## config.mk

```make
export PLATFORM = sky130hd
export DESIGN_NAME = mm_pe
export DESIGN_NICKNAME = d
export VERILOG_FILES = /design/src/hw/mm_pkg.sv /design/src/hw/mm_pe.sv
export SDC_FILE = /design/constraint.sdc
export NUM_CORES = 1
export LEC_CHECK = 0
export ABC_AREA = 1
export BUFFER_PORTS_ARGS = -buffer_cell sky130_fd_sc_hd__buf_4
export CORE_MARGIN = 2
export CORE_UTILIZATION = 35
export DETAILED_ROUTE_END_ITERATION = 8
export PLACE_DENSITY = 0.54
export SYNTH_ARGS = -nofsm -noshare
export SYNTH_HDL_FRONTEND = slang
export SYNTH_SLANG_ARGS = --single-unit
```

## constraint.sdc

```tcl
create_clock -name clk -period 19.15 [get_ports clk]
set_input_delay 5.745 -clock clk [delete_from_list [all_inputs] [get_ports clk]]
set_output_delay 5.745 -clock clk [all_outputs]
set_load 0.01 [all_outputs]
```

## src/hw/mm_pkg.sv

```systemverilog
// sizes, vector types and the DMA state encoding for the matrix-multiply accelerator
// matrix size is fixed at N; one buffer row must equal one AXI data beat
// (N * ELEM_W == AXI_DW) since R beats land in the buffers unchanged
`default_nettype none

package mm_pkg;

    // array edge, also the matrix dimension
    localparam int N      = 4;
    // signed operand element
    localparam int ELEM_W = 8;
    // accumulator, also the C element written back
    localparam int ACC_W  = 32;
    localparam int AXI_DW = 32;
    localparam int AXI_AW = 32;
    // N rows per operand buffer
    localparam int BUF_AW = 2;

    // feeder run length from start to done
    // last A/B pair reaches PE(N-1,N-1) and is summed before this count
    localparam int FEED_CYCLES = 3 * N + 1;

    typedef logic signed [ELEM_W-1:0] elem_t;
    // element k in byte k
    typedef logic [N*ELEM_W-1:0]      row_t;
    typedef logic signed [ACC_W-1:0]  acc_t;
    // accumulator r*N+c in slice r*N+c
    typedef logic [N*N*ACC_W-1:0]     acc_grid_t;
    typedef logic [AXI_AW-1:0]        axi_addr_t;
    typedef logic [AXI_DW-1:0]        axi_data_t;
    typedef logic [BUF_AW-1:0]        buf_addr_t;

    // job sequence of the DMA engine
    typedef enum logic [2:0] {
        IDLE,
        ADDR_A,
        ADDR_B,
        LOAD,
        WAIT_MM,
        ADDR_C,
        WRITE_C,
        WAIT_B
    } dma_state_t;

endpackage

`default_nettype wire

```

## src/hw/mm_pe.sv

```systemverilog
// output-stationary MAC cell, operands move one hop per cycle right and down
// accumulator wraps at ACC_W bits; zero operands leave it unchanged
`default_nettype none

module mm_pe (
    input  wire                   clk,
    input  wire                   rst_n,
    input  wire                   clear_i,
    input  wire mm_pkg::elem_t    a_i,
    input  wire mm_pkg::elem_t    b_i,
    output mm_pkg::elem_t         a_o,
    output mm_pkg::elem_t         b_o,
    output mm_pkg::acc_t          acc_o
);

    // full signed product
    logic signed [2*mm_pkg::ELEM_W-1:0] prod;

    assign prod = a_i * b_i;

    always_ff @(posedge clk) begin
        if (!rst_n) begin
            a_o   <= '0;
            b_o   <= '0;
            acc_o <= '0;
        end else begin
            a_o <= a_i;
            b_o <= b_i;
            // clear wins over the product of that cycle
            if (clear_i)
                acc_o <= '0;
            else
                acc_o <= acc_o + prod;
        end
    end

endmodule

`default_nettype wire

```

[Yosys cells after proc, flatten, opt, wreduce, memory -nomap -nowiden]
Index checks and enable logic that the tools add are counted.
Word-level totals
  register bits: 48
  latch bits: 0
  RAM bits: 0
  ROM bits: 0
  input port bits: 19
  memories: 0
Cells by class
  add/sub/neg operators: 1
  multiply operators: 1
  divide/modulo/power cells: 0
  $lt $le $gt $ge: 0
  equal/unequal tests: 0
  shift-type cells: 0
  muxes and demuxes: 0
  bitwise logic cells: 1
  reduce and logical (&&, ||, !) cells: 1
Operators by type and width (number)
  $add A32 B16 Y32: 1
  $mul A8 B8 Y16: 1
  $reduce_or A2 Y1: 1
  $not A1 Y1: 1

[Depth between registers and ports, before layout]
  depth after elaboration: 2
  depth in mapped cells: 23
  depth with buffers taken out: 22

[Worst setup path after synthesis]
OpenSTA, ideal clock, no wires.
  path kind: input-to-reg
  start: input port b_i[0]
  end: register acc_o[30]
  arrival: 10.410 ns
  data required time: 19.037 ns
  path slack: 8.627 ns
  stages on the path: 17
  cells stage by stage: clkbuf_1 nand2_1 inv_1 fa_1 fa_1 fa_1 fa_1 ha_1 ha_1 nand2_1 nand2_1 a21oi_2 nand3_2 nand2_1 nand3_2 nor2_1 nor2_1
Between the ends
  word-level cells in the longest chain between the ends: 2
RTL lines
  start: declaration: RTL line mm_pe.sv:10  | input wire mm_pkg::elem_t b_i,
  $mul A8 B8 Y16: RTL line mm_pe.sv:19  | assign prod = a_i * b_i;
  $add A32 B16 Y32: RTL line mm_pe.sv:33  | acc_o <= acc_o + prod;
  end signal: assignment: RTL line mm_pe.sv:33
  end: declaration: RTL line mm_pe.sv:13  | output mm_pkg::acc_t acc_o
Every way passes these cells.
A chain may end at the register's enable or synchronous reset.

[Worst setup path in the final report]
  start: input port b_i[2]
  end: register acc_o[26]
Same word-level chain as after synthesis.

==> flow_summary.toml <==
[critical_path]
critPathMaxFanout = 13
crit_buf_inv = 2
path_delay_family = "adder cells"
crit_type = "in2reg"
crit_path_frequent_cell = "nand2_1"
cp.arrival_ps = 10780
cpPeakStageDelay_ps = 690
startpoint_type = "input pin"
cp-end-kind = "register"
reg2reg_depth = 21
crit_start = "b_i[2]"
timing.rr.end = "acc_o[26]"
path_cells = "buf_4 -> nand2_1 -> fa_1 -> fa_1 -> inv_1 -> fa_1 -> fa_1 -> ha_1 -> ha_1 -> nand2_1 -> nor2_1 -> nand2_1 -> nor2_1 -> nand2_1 -> nand4_1 -> nand2_1 -> nor2_1"
r2r_setup_slack_ps = 14540
cp_slowest_cell = "inv_1"
cp_data_required_time_ps = 19390
timing.rr.start = "acc_o[4]"

[drt]
met1Wirelength_microns = 8340
dr.pass1.iters = 5
viasPerCell = 4.46
drc = 0
ant_nets = 0
routed.top_layer = "met4"
wl_met2_microns = 8670
met3_wirelength_microns = 783
drt-wirelength-per-cell_microns = 14.0
drt_iter0_drc = 245
finalWirelength_microns = 18000
dr_total_vias = 5709

[synthesis]
synthesis.area_sq_mm = 0.00754
synth_top_family_by_area = "adder cells"
synthMuxAreaShare = 0
synth_compound_area_frac = 0.0355
synthCells = 947
synth_warnings = 0
syn_nets = 1172
synthAdderAreaFrac = 0.477
yosysSeqAreaShare = 0.127
yosysUniqueCellTypes = 35
syn_avg_cell_area_sq_um = 7.97
ys_ff_latch = 48
synthSimpleGateAreaFrac = 0.232
synthXorXnorAreaFrac = 0.00232

[clocking]
clkLatencyLatePin_ps = 310
hold_buffers = 0
root_buffer = "clkbuf_16"
cts.repair.resized = 0
cts_tree = "done"
clock-sinks = 48
clk_pin_slew_worst_paths_ps = 80
postCtsSetupBuffers = 0
cts_made_buffers = 5
clk_path_buf_depth = 2
htree_levels = 2

[final_layout]
syn_to_final_growth_pct = 12.6
diodes = 0
num-fill-cells = 2219
fin_nets = 1228
seqCellArea_sq_um = 961
multi_input_area_sq_mm = 0.00563
fin_cells = 1279
drive_gt1_frac = 0.125
most-common-layout-cells = "nand2_1, inv_1, fa_1"
fin_area_sq_mm = 0.00850
layout_commonest_cell = "nand2_1"

[die]
die-height_microns = 151
dieArea_sq_mm = 0.0227
core_sq_mm = 0.0211
die_width_microns = 151
initial_core_util = 0.358
row_count = 53
io_pins = 67

[placement]
hpwlAfterDp_microns = 15100
io_buffers = 66
placed_area_sq_mm = 0.00832
dp_cells = 1271
gp_congestion = 0.909

[global_route]
grt_max_degree = 25
antenna_found_initial = 0
grt.total_usage = 0.172
grt_pass1_wl_microns = 30500
grt_pass1_vias = 5878
grt-ovfl-total = 0

[sta]
hold_viol = 0
skew_ps = 6.94
rsz0062_at_grt = "false"
timing.fmax_mhz = 94.8
period_needed_ps = 10550
hold_slack_ps = 617
setup_viol = 0
worst_slew_margin_rel = 0.419
final-max-slew-violation-count = 0
fin_setup_tns_ps = 0
post-route-period-util = 0.551
tightest_slew_ps = 870

[hold_path]
worstHoldStart = "acc_o[0]"
holdPathEnd = "acc_o[0]"
hp-class = "reg2reg"
hold_depth = 3

[flow_run]
cap_violations = 0

[run_status]
status = "finished clean"
==> registers in the layout, indices dropped and copies added (netlist names) <==
signal	cells
a_o	8
b_o	8
acc_o	32
==> stage by stage <==
step / setup WS (ps) / utilization
2_1_floorplan: 8630 / -
3_3_place_gp: 8260 / 0.394
3_5_place_dp: 8260 / 0.394
4_1_cts: 8580 / 0.403
5_1_grt: 8160 / 0.403
6_report: 8600 / 0.403
==> logic make-up after synthesis <==
logic type | count (synthesis)
XOR/XNOR | 2
AO/OA/AOI/OAI | 44
buffers and inverters | 250
adder cells (fa/ha/maj) | 206
flip-flops | 48
AND/OR/NAND/NOR | 397
==> layer usage <==
layer / vias to the layer above / GRT usage
met5: - / 0
met4: 0 / 0.0294
met3: 12 / 0.0205
met2: 107 / 0.299
met1: 2707 / 0.234
li1: 2883 / -
==> synth_stat cells <==
library cell  instances  area (sq um)
nand2_1             252           946
inv_1               225           845
fa_1                136          2720
ha_1                 70           876
nor2_1               68           255
dfxtp_1              48           961
a21oi_1              25           125
nand3_1              21           105
clkbuf_1             16          60.1
nand2_2              14          87.6
nand3_2               9          90.1
nand4_1               7          43.8
nor2_2                6          37.5
nor2_4                6          67.6
o21a_1                6          45.0
inv_2                 4          15.0
nand3b_1              4          30.0
o21ai_0               4          20.0
a21oi_2               3          26.3
nand2_4               3          33.8
o21bai_1              3          22.5
and2_1                2          12.5
buf_2                 2          10.0
nor3_1                2          10.0
a21o_1                1          7.51
a21oi_4               1          16.3
buf_4                 1          7.51
buf_6                 1          11.3
clkinv_1              1          3.75
nand4_2               1          12.5
nor3_2                1          10.0
o21ai_1               1          5.00
or2_2                 1          6.26
xnor2_1               1          8.76
xor2_1                1          8.76
==> worst max path at each step <==
stage | depth (start not counted) | to
3_3_place_gp | 18 | acc_o[21]
4_1_cts | 17 | acc_o[26]
2_1_floorplan | 17 | acc_o[30]
3_5_place_dp | 18 | acc_o[30]
5_1_grt | 18 | acc_o[30]
6_report | 17 | acc_o[26]
==> cell type report <==
cell class                      count  area share
Timing Repair Buffer               69      0.0610
Tap cell                          275      0.0405
Multi-Input combinational cell    649       0.663
Clock buffer                        6      0.0163
Inverter                          230       0.102
Clock inverter                      2     0.00457
Sequential cell                    48       0.113
==> worst register-to-register path, stage by stage (launching register included) <==
cell	delay (ps)
dfxtp_1	340
inv_1	70
fa_1	540
inv_1	60
fa_1	460
ha_1	290
inv_1	50
fa_1	530
inv_1	40
ha_1	270
ha_1	240
inv_1	80
fa_1	420
inv_1	150
nand3_1	90
nand3_1	230
nand2_1	80
nand2_1	140
nand2_1	160
nand4_1	130
nand2_1	60
nor2_1	130
Power is not shown: default switching activity piles up to over one toggle a cycle in this logic, so the estimate is an artifact.
