--- config.mk ---
export PLATFORM = sky130hd
export DESIGN_NAME = mm_feeder
export DESIGN_NICKNAME = d
export VERILOG_FILES = /design/src/hw/mm_pkg.sv /design/src/hw/mm_feeder.sv
export SDC_FILE = /design/constraint.sdc
export NUM_CORES = 1
export LEC_CHECK = 0
export ABC_AREA = 1
export BUFFER_PORTS_ARGS = -buffer_cell sky130_fd_sc_hd__clkbuf_2
export CAP_MARGIN = 20
export CELL_PAD_IN_SITES_DETAIL_PLACEMENT = 1
export CELL_PAD_IN_SITES_GLOBAL_PLACEMENT = 1
export CORE_UTILIZATION = 35
export CTS_CLUSTER_SIZE = 30
export DETAILED_ROUTE_END_ITERATION = 12
export MAX_ROUTING_LAYER = met4
export PLACE_DENSITY_LB_ADDON = 0.1
export SYNTH_ARGS = -nofsm -noshare
export SYNTH_HDL_FRONTEND = slang
export SYNTH_SLANG_ARGS = --single-unit
--- constraint.sdc ---
create_clock -name clk -period 4 [get_ports clk]
set_input_delay 0.4 -clock clk [delete_from_list [all_inputs] [get_ports clk]]
set_output_delay 0.4 -clock clk [all_outputs]
set_load 0.03 [all_outputs]
--- src/hw/mm_pkg.sv ---
// sizes, vector types and the DMA state encoding for the matrix-multiply accelerator
// matrix size is fixed at N; one buffer row must equal one AXI data beat
// (N * ELEM_W == AXI_DW) since R beats land in the buffers unchanged
`default_nettype none

package mm_pkg;

    // array edge, also the matrix dimension
    localparam int N      = 4;
    // signed operand element
    localparam int ELEM_W = 8;
    // accumulator, also the C element written back
    localparam int ACC_W  = 32;
    localparam int AXI_DW = 32;
    localparam int AXI_AW = 32;
    // N rows per operand buffer
    localparam int BUF_AW = 2;

    // feeder run length from start to done
    // last A/B pair reaches PE(N-1,N-1) and is summed before this count
    localparam int FEED_CYCLES = 3 * N + 1;

    typedef logic signed [ELEM_W-1:0] elem_t;
    // element k in byte k
    typedef logic [N*ELEM_W-1:0]      row_t;
    typedef logic signed [ACC_W-1:0]  acc_t;
    // accumulator r*N+c in slice r*N+c
    typedef logic [N*N*ACC_W-1:0]     acc_grid_t;
    typedef logic [AXI_AW-1:0]        axi_addr_t;
    typedef logic [AXI_DW-1:0]        axi_data_t;
    typedef logic [BUF_AW-1:0]        buf_addr_t;

    // job sequence of the DMA engine
    typedef enum logic [2:0] {
        IDLE,
        ADDR_A,
        ADDR_B,
        LOAD,
        WAIT_MM,
        ADDR_C,
        WRITE_C,
        WAIT_B
    } dma_state_t;

endpackage

`default_nettype wire

--- src/hw/mm_feeder.sv ---
// drives the systolic array edges from the A and B buffers
// A row i is loaded whole then shifted out element by element, B column j is delayed j+1
// done fires FEED_CYCLES after start; edges are zero outside the feed window
`default_nettype none

module mm_feeder (
    input  wire                                        clk,
    input  wire                                        rst_n,
    input  wire                                        start_i,
    output mm_pkg::buf_addr_t                          rd_addr_o,
    input  wire mm_pkg::row_t                          a_row_i,
    input  wire mm_pkg::row_t                          b_row_i,
    output wire [mm_pkg::N*mm_pkg::ELEM_W-1:0]         a_edge_o,
    output wire [mm_pkg::N*mm_pkg::ELEM_W-1:0]         b_edge_o,
    output logic                                       clear_o,
    output logic                                       done_o
);

    // cycles since start, 0 while idle
    logic [$clog2(mm_pkg::FEED_CYCLES+1)-1:0] cnt;
    logic                                     busy;
    // buffer data of row cnt-1 is valid
    logic                                     row_vld;

    always_ff @(posedge clk) begin
        if (!rst_n) begin
            busy <= 1'b0;
            cnt  <= '0;
        end else if (start_i) begin
            busy <= 1'b1;
            cnt  <= 1'b1;
        end else if (busy) begin
            if (cnt == mm_pkg::FEED_CYCLES) begin
                busy <= 1'b0;
                cnt  <= '0;
            end else begin
                cnt <= cnt + 1'b1;
            end
        end
    end

    // address k in cycle k, row 0 on the start cycle itself
    assign rd_addr_o = mm_pkg::buf_addr_t'(cnt);
    assign row_vld   = busy && (cnt <= mm_pkg::N);
    assign clear_o   = start_i;
    assign done_o    = busy && (cnt == mm_pkg::FEED_CYCLES);

    for (genvar i = 0; i < mm_pkg::N; i++) begin : g_lane
        // row lane i, holds A row i, low byte goes out first
        mm_pkg::row_t  a_sr;
        // column lane i delay line
        mm_pkg::elem_t b_dly [i+1];

        always_ff @(posedge clk) begin
            if (!rst_n) begin
                a_sr  <= '0;
                b_dly <= '{default: '0};
            end else begin
                // row i arrives at cnt i+1, which also gives the skew of i
                if (row_vld && cnt == i + 1)
                    a_sr <= a_row_i;
                else
                    a_sr <= a_sr >> mm_pkg::ELEM_W;
                b_dly[0] <= row_vld ? b_row_i[i*mm_pkg::ELEM_W +: mm_pkg::ELEM_W] : '0;
                for (int d = 1; d <= i; d++)
                    b_dly[d] <= b_dly[d-1];
            end
        end

        // A[i][k] and B[k][j] both enter at cycle k+2 plus lane skew
        assign a_edge_o[i*mm_pkg::ELEM_W +: mm_pkg::ELEM_W] = a_sr[mm_pkg::ELEM_W-1:0];
        assign b_edge_o[i*mm_pkg::ELEM_W +: mm_pkg::ELEM_W] = b_dly[i];
    end

endmodule

`default_nettype wire

After elaboration in Yosys (flattened, before gate mapping)
Index checks and enable logic that the tools add are counted.
{"block": "word_totals", "out_inout_bits": 68, "inputBits": 67, "word_cells": 52, "register_bits": 213}
{"block": "op_classes", "addsub": 1, "bitwise_logic": 1, "order_cmp": 1, "reduce_logical": 13, "n_mux": 10, "n_eq_ne": 5}
{"op": "24-bit 2-to-1 mux", "count": 4}
{"op": "2-bit AND reduction", "count": 5}
{"op": "4-bit by 2-bit == test with 1-bit output, second input constant", "count": 2}
{"op": "1-bit logical AND", "count": 6}
{"op": "1-bit 2-to-1 mux", "count": 5}
{"op": "4-bit by 1-bit adder with 4-bit output, second input constant", "count": 1}
{"op": "4-bit by 1-bit == test with 1-bit output, second input constant", "count": 1}
{"op": "4-bit by 3-bit == test with 1-bit output, second input constant", "count": 1}
{"op": "4-bit == test, second input constant", "count": 1}
{"op": "4-bit by 3-bit <= comparator with 1-bit output, second input constant", "count": 1}
{"op": "4-bit 2-to-1 mux", "count": 1}
{"op": "2-bit nonzero test", "count": 1}
{"op": "2-bit OR reduction", "count": 1}
{"op": "1-bit inverter", "count": 1}

Longest topological paths before layout
{"block": "logic_depth", "word_depth": 4, "ltp_mapped": 8, "ltp_nobuf": 7}

Worst setup path after synthesis
Ideal clock, no wire load.
{"block": "synth_timing", "path_kind": "register to register", "from": "register cnt[0] (netlist name)", "to": "register g_lane[0].a_sr[10]", "setup_slack_ns": 2.665, "required_time_ns": 3.887, "setup_ns": 0.113, "n_path_buf": 2, "arrival_time_ns": 1.222, "synth_period_minus_slack_ns": 1.335, "stages_incl_launch_ff": 8, "path_cell_list": "dfxtp_1 inv_2 nor2_1 nand4_1 buf_2 buf_2 nor2_1 nor2_1"}
{"block": "synth_via", "elab_chain_len": 4, "word_cells_on_any_way": 5, "cone_classes": "order compare: 1; eq/ne: 1; mux: 1; reduce/logical: 2"}
{"element": "start: declaration", "line_no": "mm_feeder.sv:20", "text": "logic [$clog2(mm_pkg::FEED_CYCLES+1)-1:0] cnt;"}
{"element": "start signal: assignment", "line_no": "mm_feeder.sv:37", "text": "cnt <= cnt + 1'b1;"}
{"element": "4-bit by 3-bit <= comparator with 1-bit output", "line_no": "mm_feeder.sv:44", "text": "assign row_vld = busy && (cnt <= mm_pkg::N);"}
{"element": "1-bit logical AND", "line_no": "mm_feeder.sv:44"}
{"element": "1-bit logical AND *", "line_no": "mm_feeder.sv:60", "text": "if (row_vld && cnt == i + 1)"}
{"element": "24-bit 2-to-1 mux *", "line_no": "mm_feeder.sv:60"}
{"element": "end signal: assignment", "line_no": "mm_feeder.sv:61", "text": "a_sr <= a_row_i;"}
{"element": "end signal: assignment", "line_no": "mm_feeder.sv:63", "text": "a_sr <= a_sr >> mm_pkg::ELEM_W;"}
{"element": "end: declaration", "line_no": "mm_feeder.sv:50", "text": "mm_pkg::row_t a_sr;"}
Mark *: on every way between the ends. The rest lies on a longest branch, timed or not.
A chain may end at the register's enable or synchronous reset.

Final worst setup path
{"block": "layout_timing", "from": "register cnt[1] (netlist name)", "to": "register g_lane[2].a_sr[30]"}
{"block": "layout_via", "elab_chain_len": 4, "word_cells_on_any_way": 5, "cone_classes": "order compare: 1; eq/ne: 1; reduce/logical: 3"}
{"element": "4-bit by 3-bit <= comparator with 1-bit output", "line_no": "mm_feeder.sv:44"}
{"element": "1-bit logical AND", "line_no": "mm_feeder.sv:44"}
{"element": "1-bit logical AND *", "line_no": "mm_feeder.sv:60"}
{"element": "2-bit AND reduction (no line) *"}
{"element": "end signal: assignment", "line_no": "mm_feeder.sv:61"}
{"element": "end signal: assignment", "line_no": "mm_feeder.sv:63"}
{"element": "end: declaration", "line_no": "mm_feeder.sv:50"}
Marked as above.

==> impl_metrics.ini <==
[placement]
numPortBuffers = 134
dpl.hpwl_um = 11920
post-place-cells = 1290
gp_congestion = 0.7449
dpl_cell_area_mm2 = 0.008040
pre_cts_slack_ns = 1.721

[synthesis]
ys_async_sr_fraction = 0
synthMuxAreaShare = 0
yosysTopAreaCellShare = 0.5608
yosysMostFrequentCell = nor2_1
synth_edf_count = 0
synth_cell_types = 20
synth.area.top_cells = dfxtp_1, nor2_1, nand2_1
synthAdderAreaFrac = 0
syn_inst = 980
synth-seq-area-share = 0.5608
synth-xor-area-share = 0
synth_compound_area_frac = 0.02189
synth_ff_type = dfxtp_1
synth_common_cells = nor2_1, dfxtp_1, nand2_1
synth-seq-cells = 213
synth_area_mm2 = 0.007604
ys_warn_count = 0
post_synth_and_or_nand_nor_area_fraction = 0.2590
postSynthAreaPerCell_um2 = 7.759
mappedNetlistNets = 1047
synth_top_family_by_area = simple AND/OR/NAND/NOR gates
yosys.area.top_type = dfxtp_1

[pwr]
ir_drop_mv = 0.2406
power_density_mw_per_mm2 = 523.1
p_leak_nw = 4.575
totalPowerFinal_mw = 4.627

[job]
cap_violations = 0

[final_layout]
final_cells = 1332
fin_util = 0.4182
synthToLayoutAreaGrowth_pct = 16.34
drive_gt1_frac = 0.1788
antennaDiodeCount = 0
fin_area_mm2 = 0.008846
fin_nets = 1108

[clocking]
cts-resized-gates = 0
clk_latency_ns = 0.51
cts.clk_slew.worst_paths_ns = 0.06
clockBufferDepth = 3
htreeDepth = 1
cts_buffers = 24
cts.sinks = 213
clock_tree.root_cell = clkbuf_16
postCtsSetupBuffers = 0
cts_tree = yes
hold_buffers = 0

[floorplan]
die-area_mm2 = 0.02232
die_h_um = 149.4
core-area_mm2 = 0.02115
initial_utilization = 0.3594
io_pins = 135
rows = 53
die_x_um = 149.4

[worst_setup_path]
cp-startpoint = cnt[1]
crit_arrival_ns = 2.75
critPathKind = reg -> reg
path_max_fanout = 50
worstPathRequired_ns = 4.44
rr_startpoint = cnt[1]
cp-start-kind = flop
cp-end-kind = flop

[global_routing]
grt_usage = 0.1680
grt_pass1_wl_um = 28690
grt_overflow = 0
grt_max_degree = 84
grt_pass1_vias = 5409
antenna_found_initial = 0

[route]
drt-pass1-iter-count = 4
wl_per_cell_um = 13.17
viasPerCell = 4.200
drt-met1-wl_um = 8171
top_layer = met4
drc = 0
drt_iter0_markers = 227
wirelength_um = 17540
ant_nets = 0
dr_wl_met2_um = 8287
dr_wl_met3_um = 682
via_count = 5595

[run_status]
status = finished clean

[min_path]
hp-class = in -> reg
worstHoldStart = b_row_i[20]

[timing]
worst_slew_pin_slew_ns = 0.9784
slew_violations = 0
period_share = 0.5781
rsz0062_at_grt = false
fin_tns_setup_ns = 0
setup_viol = 0
worst_hold_slack_ns = 0.08453
relSlewSlack = 0.3470
hold_viol = 0
max_freq_mhz = 432.5
min_period_ns = 2.312
skew_ns = 0.006445
layout_setup_ws_ns = 1.688
-- cell families (layout without fill, tap and decap cells) --
logic type             Yosys count  count (layout)
AO/OA/AOI/OAI                   33              33
flip-flops                     213             213
buffers and inverters          253             330
AND/OR/NAND/NOR                481             481
-- sequential cells by signal, summed over array words and instances (netlist names) --
register      count
cnt               4
busy              1
b_edge_o         24
g_lane.b_dly     56
g_lane.a_sr     128
-- critical path: stages, from the launching register on --
cell and delay [ns]:
dfxtp_1 0.38, o21ai_2 0.13, buf_4 0.44, nand2_1 0.25
nor2_4 0.52, nand2_1 0.32, nor2_1 0.16
-- power by group --
group	switching [mW]	internal, mW
registers	0.0139	2.16
clock network	0.832	1.37
logic	0.173	0.0756
total	1.02	3.61
-- cell type report --
| class | count | area, µm² |
|---|---|---|
| clock buffers | 41 | 775.7 |
| clock inverters | 1 | 30.03 |
| fillers | 2645 | 12310 |
| inverters | 147 | 551.8 |
| multi-input cells | 514 | 2142 |
| flip-flops and latches | 213 | 4264 |
| well taps | 275 | 344.1 |
| repair buffers | 141 | 738.2 |
-- metal layers --
| metal | vias to the layer above | track usage |
|---|---|---|
| met5 | - | - |
| met4 | 0 | 0.04694 |
| met3 | 35 | 0.02875 |
| met2 | 112 | 0.2743 |
| met1 | 2473 | 0.2126 |
| li1 | 2975 | - |
-- final timing paths --
kind	slack [ns]	depth (start not counted)	endpoint
setup / recovery	1.69	6	g_lane[2].a_sr[30]
hold / removal	0.08	3	g_lane[2].b_dly[20]
setup reg to reg	1.69	6	g_lane[2].a_sr[30]
hold reg to reg	0.41	2	b_edge_o[27]
-- cell usage in the layout (no fill, tap or decap) --
master / count
nor2_1: 263
dfxtp_1: 213
nand2_1: 157
inv_1: 141
clkbuf_2: 133
nand4_1: 50
o21ai_0: 30
clkbuf_16: 25
clkbuf_8: 9
clkbuf_1: 7
buf_4: 7
inv_2: 6
nand3_1: 3
nor2_4: 3
nor2_2: 2
o21ai_2: 1
nand3_2: 1
nor3_1: 1
a31oi_1: 1
or2_1: 1
a21oi_1: 1
bufinv_16: 1
buf_12: 1
(Power assumes the default switching activity.)
