`config.mk`:
```
export PLATFORM = sky130hd
export DESIGN_NAME = mm_operand_buffer
export DESIGN_NICKNAME = d
export VERILOG_FILES = /design/src/hw/mm_pkg.sv /design/src/hw/mm_operand_buffer.sv
export SDC_FILE = /design/constraint.sdc
export NUM_CORES = 1
export LEC_CHECK = 0
export BUFFER_PORTS_ARGS = -buffer_cell sky130_fd_sc_hd__buf_2
export CORE_ASPECT_RATIO = 0.75
export CORE_MARGIN = 4
export CORE_UTILIZATION = 45
export CTS_CLUSTER_DIAMETER = 200
export DETAILED_ROUTE_END_ITERATION = 7
export PLACE_DENSITY = 0.71
export SLEW_MARGIN = 20
export SYNTH_ARGS = -nofsm -noshare
export SYNTH_HDL_FRONTEND = slang
export SYNTH_SLANG_ARGS = --single-unit
```
`constraint.sdc`:
```
create_clock -name clk -period 3.1 [get_ports clk]
set_clock_uncertainty 0.05 [all_clocks]
set_input_delay 0.465 -clock clk [delete_from_list [all_inputs] [get_ports clk]]
set_output_delay 0.465 -clock clk [all_outputs]
set_load 0.03 [all_outputs]
```
`src/hw/mm_pkg.sv`:
```
// sizes, vector types and the DMA state encoding for the matrix-multiply accelerator
// matrix size is fixed at N; one buffer row must equal one AXI data beat
// (N * ELEM_W == AXI_DW) since R beats land in the buffers unchanged
`default_nettype none

package mm_pkg;

    // array edge, also the matrix dimension
    localparam int N      = 4;
    // signed operand element
    localparam int ELEM_W = 8;
    // accumulator, also the C element written back
    localparam int ACC_W  = 32;
    localparam int AXI_DW = 32;
    localparam int AXI_AW = 32;
    // N rows per operand buffer
    localparam int BUF_AW = 2;

    // feeder run length from start to done
    // last A/B pair reaches PE(N-1,N-1) and is summed before this count
    localparam int FEED_CYCLES = 3 * N + 1;

    typedef logic signed [ELEM_W-1:0] elem_t;
    // element k in byte k
    typedef logic [N*ELEM_W-1:0]      row_t;
    typedef logic signed [ACC_W-1:0]  acc_t;
    // accumulator r*N+c in slice r*N+c
    typedef logic [N*N*ACC_W-1:0]     acc_grid_t;
    typedef logic [AXI_AW-1:0]        axi_addr_t;
    typedef logic [AXI_DW-1:0]        axi_data_t;
    typedef logic [BUF_AW-1:0]        buf_addr_t;

    // job sequence of the DMA engine
    typedef enum logic [2:0] {
        IDLE,
        ADDR_A,
        ADDR_B,
        LOAD,
        WAIT_MM,
        ADDR_C,
        WRITE_C,
        WAIT_B
    } dma_state_t;

endpackage

`default_nettype wire

```
`src/hw/mm_operand_buffer.sv`:
```
// N-row operand store, one write port and one registered read port
// read data shows up the cycle after raddr_i; contents undefined until written
`default_nettype none

module mm_operand_buffer (
    input  wire                       clk,
    // write side, from the DMA engine
    input  wire                       wren_i,
    input  wire mm_pkg::buf_addr_t    waddr_i,
    input  wire mm_pkg::row_t         wdata_i,
    // read side, from the feeder
    input  wire mm_pkg::buf_addr_t    raddr_i,
    output mm_pkg::row_t              rdata_o
);

    // one matrix row per entry
    mm_pkg::row_t mem [mm_pkg::N];

    always_ff @(posedge clk) begin
        if (wren_i)
            mem[waddr_i] <= wdata_i;
    end

    // read every cycle, feeder ignores data outside its window
    always_ff @(posedge clk) begin
        rdata_o <= mem[raddr_i];
    end

endmodule

`default_nettype wire

```
# Word-level counts from Yosys, hierarchy flattened
# Memories as Yosys holds them, arrays and structs flattened. A register that Yosys moved wholly into a read port is not among the register bits.
# Index checks and enable logic that the tools add are counted.
# word_totals
reg_bits,0
mem_bits_rw,128
out_inout_bits,32
wordCells,3
n_memories,1
# mem_list
memory,depth,word_bits,rd,rd_ports_with_merged_regs,wr,line,rtl
mem,4,32,1,1,1,mm_operand_buffer.sv:17,mm_pkg::row_t mem [mm_pkg::N];
# op_classes
n_mux,2
# op_table
op,count
1-bit 2-to-1 mux,2

# Depth between registers and ports, before layout
# Gate-level depths: netlist of the first run.
# depth
word_depth,2
mapped_depth,3
mapped_depth_nobuf,1

# Least setup slack after synthesis of the first run
# Ideal clock, no wire load.
# synth_path
kind,input to register
startpoint,in waddr_i[1]
endpoint,mem mem[0][0] in the netlist's numbering (enable)
setup_ns,0.468
t_arrival_ns,2.868
setup_slack_ns,-0.286
cell_stages,1
n_path_buf,0
cell_sequence,nor3b_1
# synth_rtl
element,line,rtl
from (decl),mm_operand_buffer.sv:9,"input wire mm_pkg::buf_addr_t waddr_i,"
to (decl),mm_operand_buffer.sv:17,
# Straight into the memory's write port.

# Worst setup path after layout of the first run
# layout_path
startpoint,in raddr_i[0]
endpoint,reg rdata_o[22] (read register of mem)
# layout_rtl
element,line,rtl
from (decl),mm_operand_buffer.sv:12,"input wire mm_pkg::buf_addr_t raddr_i,"
to (decl),mm_operand_buffer.sv:13,output mm_pkg::row_t rdata_o
# No word-level cell between the ends.

==> impl_metrics.tcl, run 1 <==
set metrics [dict create \
    worstPathArrival_ns 1.78 \
    drc 0 \
    port_buffers 69 \
    die_w_um 133.7 \
    grt_max_degree 33 \
    cts_tree "yes" \
    place_area_um2 5829 \
    postLayoutCellArea_um2 6455 \
    drive_gt1_share_pct 45.00 \
    syn_to_final_growth_pct 21.10 \
    status "complete, no violations" \
    worst_slack_ns 1.559 \
    start_util_pct 46.06 \
    setup-tns-final_ns 0 \
    dieArea_um2 13670 \
    dp.cells 430 \
    synth_nets 241 \
    synth-seq-area-share_pct 84.13 \
    clock.fmax_ghz 0.6490 \
    gp_congestion 0.6426 \
    post_cts_buffers 0 \
    cp-end-kind "register" \
    clock_power_share_pct 43.8 \
    setup_viol 0 \
    netSwitchingFraction_pct 20.00 \
    worstPathMaxFanout 17 \
    min_period_ns 1.541 \
    p_per_area_nw_per_um2 764.7 \
    maxSlewViolCount 0 \
    dp_hpwl_mm 4.951 \
    p_seq_share_pct 50.3 \
    cts_root_buffer "clkbuf_16" \
    drt-total-wl_mm 8.522 \
    reg2reg_slack_ns 2.06 \
    antenna_found_initial 0 \
    finalPower_mw 4.936 \
    antenna_left 0 \
    via_per_inst 4.898 \
    clk-insertion-delay-late_ns 0.41 \
    synth_area_leaders "edfxtp_1, mux4_2, dfxtp_1" \
    wl_met2_mm 4.136 \
    ctsHtreeMaxLevel 4 \
    synth_cells 203 \
    path_class "in2reg" \
    post_drt_wl_per_cell_um 18.45 \
    diodes 0 \
    synth-seq-cells 160 \
    yosys.area.top_type "edfxtp_1" \
    vdd_drop_max_v 0.0006508 \
    slew_headroom_pct 41.34 \
    cts_repair_resize_count 0 \
    fin_cells 462 \
    cts_buffers 17 \
    grt_pass1_vias 2430 \
    drtIter0Drc 128 \
    rows 34 \
    intPower_mw 3.949 \
    nNetsFinal 325 \
    switchingPower_mw 0.9875 \
    avgSynthCellArea_um2 26.26 \
    clkSinkCount 160 \
    power_frac_comb_pct 5.9 \
    synth_top_area_share_pct 72.11 \
    worstPathRequired_ns 3.34 \
    dr.pass1.iters 5 \
    utilization_pct 55.79 \
    hold_violations 0 \
    grt_pass1_wl_mm 13.36 \
    ctsHoldBuffers 0 \
    wl_met3_um 545 \
    path_clk_slew_ns 0.06 \
    rsz0062_at_grt "false" \
    worst_pin_slew_ns 0.8799 \
    clockBufferDepth 2 \
    vias 2263 \
    timing.final.crit_share_pct 49.70 \
    ys_types 10 \
    min_path_type "in2reg" \
    p_leak_nw 2.265 \
    grt_usage_pct 13.66 \
    core_area_um2 11570 \
    dieHeight_um 102.3 \
    pre_cts_slack_ns 1.072 \
    max-cap-violations 0 \
    grt_overflow 0 \
    io_pins 70 \
    syn_area_um2 5330 \
    yosysWarnings 0 \
    startpoint_type "primary input" \
    top_layer "met4" \
    drt-met1-wl_mm 3.761 \
    fin_hold_ws_ns 0.2136 \
]
==> synthesized netlist by cell type (all sizes together) <==
library cell,number
and3b,2
and3,1
buf,7
mux4,32
nor3b,1
edfxtp,128
dfxtp,32
==> kinds of logic after synthesis <==
group	count (synthesis)	synth area share, %
buf+inv	7	1.620
mux	32	13.66
simple gates	4	0.5870
flops	160	84.13
==> routing by layer <==
| layer | vias up | track usage (%) |
|---|---|---|
| li1 | 1021 | - |
| met1 | 1164 | 18.01 |
| met2 | 70 | 20.55 |
| met3 | 8 | 5.955 |
| met4 | 0 | 4.980 |
| met5 | - | 0 |
==> state kept, by name, indices dropped and copies added, names as in the netlist <==
signal and cells:
mem 128, rdata_o 32
==> power groups by stage <==
stage,sequential [mW],clock (mW),combinational [mW]
4_1_cts,2.48,2.20,0.300
6_report,2.48,2.16,0.292
2_1_floorplan,2.60,0,0.111
5_1_grt,2.49,2.31,0.315
3_5_place_dp,2.53,0,0.298
3_3_place_gp,2.52,0,0.291
==> final cells by class <==
class / instances / area, um^2
fillers: 894 / 5116
flip-flops and latches: 160 / 4484
multi-input cells: 36 / 774.5
clock buffers: 22 / 464.2
repair buffers: 72 / 367.9
well taps: 162 / 202.7
clock inverters: 10 / 161.4
==> worst max-delay path, cell delays in order <==
cell	delay, ns
buf_2	0.45
buf_4	0.33
mux4_2	0.52
==> cells in the final DEF, fill, tap and decap left out <==
master,count
and3_2,1
and3b_2,2
buf_2,69
buf_4,3
bufinv_16,4
clkbuf_1,3
clkbuf_16,17
clkbuf_8,2
clkinv_2,2
clkinv_4,1
clkinvlp_4,3
dfxtp_1,32
edfxtp_1,128
mux4_1,2
mux4_2,30
nor3b_4,1
==> final timing paths <==
| check | start | end | cells past startpoint |
|---|---|---|---|
| max | raddr_i[0] | rdata_o[22] | 3 |
| min | wdata_i[27] | mem[0][27] | 1 |
| max reg2reg | mem[3][11] | rdata_o[11] | 1 |
| min reg2reg | mem[3][31] | rdata_o[31] | 1 |
Power figures use the tool's default switching activity.
==> run 2, diff against run 1 <==
Settings changed: ABC_AREA from default to 1, PLACE_DENSITY 0.71 to 0.68.
Clock period 3.1 ns to 1.5 ns, I/O delays scaled along.
==> impl_metrics.tcl, run 2 <==
set metrics [dict create \
    synthArstFlopShare_pct 0 \
    r2r-start "mem[0][8]" \
    yosysWarnings 0 \
    top_regs "mem x128, rdata_o x32" \
    nNetsFinal 691 \
    min_period_ns 1.215 \
    cp_slowest_cell "dfxtp_1" \
    antenna_left 0 \
    drtIter0Drc 159 \
    synth_top_family_by_area "simple AND/OR/NAND/NOR gates" \
    grt_overflow 0 \
    setup_viol 0 \
    postLayoutCellArea_um2 7580 \
    path_class "reg2out" \
    synth-seq-cells 160 \
    synth_simple_gate_area_share_pct 15.48 \
    slew_headroom_pct 77.95 \
    dieHeight_um 108.7 \
    maxSlewViolCount 0 \
    ys_types 10 \
    dp_hpwl_mm 6.920 \
    path_depth 1 \
    critPathTopFamily "flip-flops" \
    ys_dominant_reg_cell "edfxtp_1" \
    syn_to_final_growth_pct 24.70 \
    worst_slack_ns 0.2853 \
    p_per_area_nw_per_um2 1346 \
    status "complete, no violations" \
    startpoint_type "register" \
    synth_nets 579 \
    clk-insertion-delay-late_ns 0.42 \
    crit_end "rdata_o[2]" \
    grt_pass1_vias 3919 \
    worstPathMaxFanout 1 \
    switchingPower_mw 2.262 \
    pre_cts_slack_ns 0.1207 \
    cp-end-kind "output pin" \
    timing.final.crit_share_pct 80.98 \
    reg2reg_to "rdata_o[8]" \
    worstPathRequired_ns 1.22 \
    min_path_type "in2reg" \
    synthMuxAreaShare_pct 0 \
    dieArea_um2 15450 \
    cts_tree "yes" \
    regMostFlops "mem" \
    mostFrequentLayoutCells "nand2_1, inv_1, edfxtp_1" \
    hold_violations 0 \
    port_buffers 69 \
    rsz0062_at_grt "false" \
    post_drt_wl_per_cell_um 13.66 \
    utilization_pct 57.83 \
    p_leak_nw 3.474 \
    synth_top_area_share_pct 63.24 \
    reg2reg_slack_ns 0.67 \
    path_buf_inv 1 \
    ctsHtreeMaxLevel 4 \
    vdd_drop_max_v 0.0008582 \
    max-cap-violations 0 \
    clock.fmax_ghz 0.8232 \
    worst_pin_slew_ns 0.3304 \
    post_cts_buffers 0 \
    gp_congestion 0.7243 \
    worstPathArrival_ns 0.94 \
    largest_register_ffs 128 \
    clock_power_share_pct 41.6 \
    antenna_found_initial 0 \
    p_seq_share_pct 50.2 \
    synthAdderAreaFrac_pct 0 \
    syn_area_um2 6078 \
    place_area_um2 6689 \
    synthTopCellsByCount "nand2_1, inv_1, edfxtp_1" \
    crit_path_cell_trace "buf_2" \
    synth.most_common_cell "nand2_1" \
    io_pins 70 \
    synth-seq-area-share_pct 73.78 \
    intPower_mw 7.941 \
    grt_usage_pct 15.84 \
    grt_max_degree 43 \
    clkSinkCount 160 \
    rows 36 \
    cts_buffers 17 \
    reg2regPathDepth 4 \
    dr.pass1.iters 4 \
    vias 3838 \
    fin_cells 837 \
    synth-compound-area-share_pct 0 \
    die_w_um 142.2 \
    final_common_cell "nand2_1" \
    grt_pass1_wl_mm 18.81 \
    drive_gt1_share_pct 17.12 \
    drc 0 \
    max_stage_delay_ns 0.33 \
    power_frac_comb_pct 8.3 \
    cts_root_buffer "clkbuf_16" \
    synth-xor-area-share_pct 0 \
    synth_area_leaders "edfxtp_1, dfxtp_1, nand2_1" \
    drt-total-wl_mm 11.43 \
    cp-startpoint "rdata_o[2]" \
    synth_cells 541 \
    core_area_um2 13110 \
    clockBufferDepth 2 \
    synth_edf_count 128 \
    diodes 0 \
    netSwitchingFraction_pct 22.17 \
    start_util_pct 46.37 \
    path_clk_slew_ns 0.06 \
    via_per_inst 4.585 \
    dp.cells 774 \
    hp-start "wdata_i[20]" \
    avgSynthCellArea_um2 11.24 \
    yosys.area.top_type "edfxtp_1" \
]
[run 2: how the worst min path moves through the flow]
stage	endpoint	slack, ns	cells after the start
after floorplan	mem[0][0]	0.27	0
after global placement	mem[0][4]	0.39	1
after detailed placement	mem[0][30]	0.40	1
after CTS	mem[0][20]	0.006	1
after global routing	mem[1][20]	0.02	1
final	mem[0][20]	0.02	1
[run 2: layout make-up]
| cell class | count | area, um^2 |
|---|---|---|
| Clock buffer | 20 | 436.7 |
| Sequential cell | 160 | 4484 |
| Fill cell | 1068 | 5528 |
| Tap cell | 171 | 214.0 |
| Multi-Input combinational cell | 228 | 985.9 |
| Clock inverter | 12 | 143.9 |
| Inverter | 133 | 499.2 |
| Timing Repair Buffer | 113 | 815.8 |
[run 2: logic make-up after synthesis]
kind of cell	count (synthesis)
AND/OR/NAND/NOR	228
flip-flops	160
buffers and inverters	153
[run 2: worst reg2reg max path: stages, from the launching register on]
cell      delay (ns)
edfxtp_1        0.38
inv_1           0.08
nand2_1         0.06
nand3_1         0.08
nand2_1         0.07
[run 2: power groups by stage]
stage	Clock, mW	Sequential [mW]	Combinational [mW]
after detailed placement	0	5.21	0.791
after global placement	0	5.20	0.769
final	4.24	5.12	0.844
after CTS	4.31	5.12	0.858
after global routing	4.51	5.14	0.937
after floorplan	0	5.38	0.334
[run 2: timing repair]
action | CTS | global route
gates resized for setup | 0 | 0
hold buffers | 31 | 0
endpoints found under the hold margin | 124 | 0
[run 2: stage by stage]
| stage | setup TNS (ns) | total power, mW | hold slack (ns) |
|---|---|---|---|
| 6_report | 0 | 10.20 | 0.01621 |
| 2_1_floorplan | -15.59 | 5.711 | 0.2739 |
| 4_1_cts | 0 | 10.29 | 0.006231 |
| 3_5_place_dp | 0 | 6.002 | 0.3964 |
| 3_3_place_gp | 0 | 5.970 | 0.3937 |
| 5_1_grt | 0 | 10.58 | 0.02076 |
[run 2: layer usage]
layer	wire, um	up-vias	global-route usage, %	share of wire [%]
li1	-	1917	-	-
met1	4926	1802	19.51	43
met2	5654	102	27.51	49
met3	690	17	3.858	6.0
met4	159	0	5.548	1.4
met5	0	-	0	0
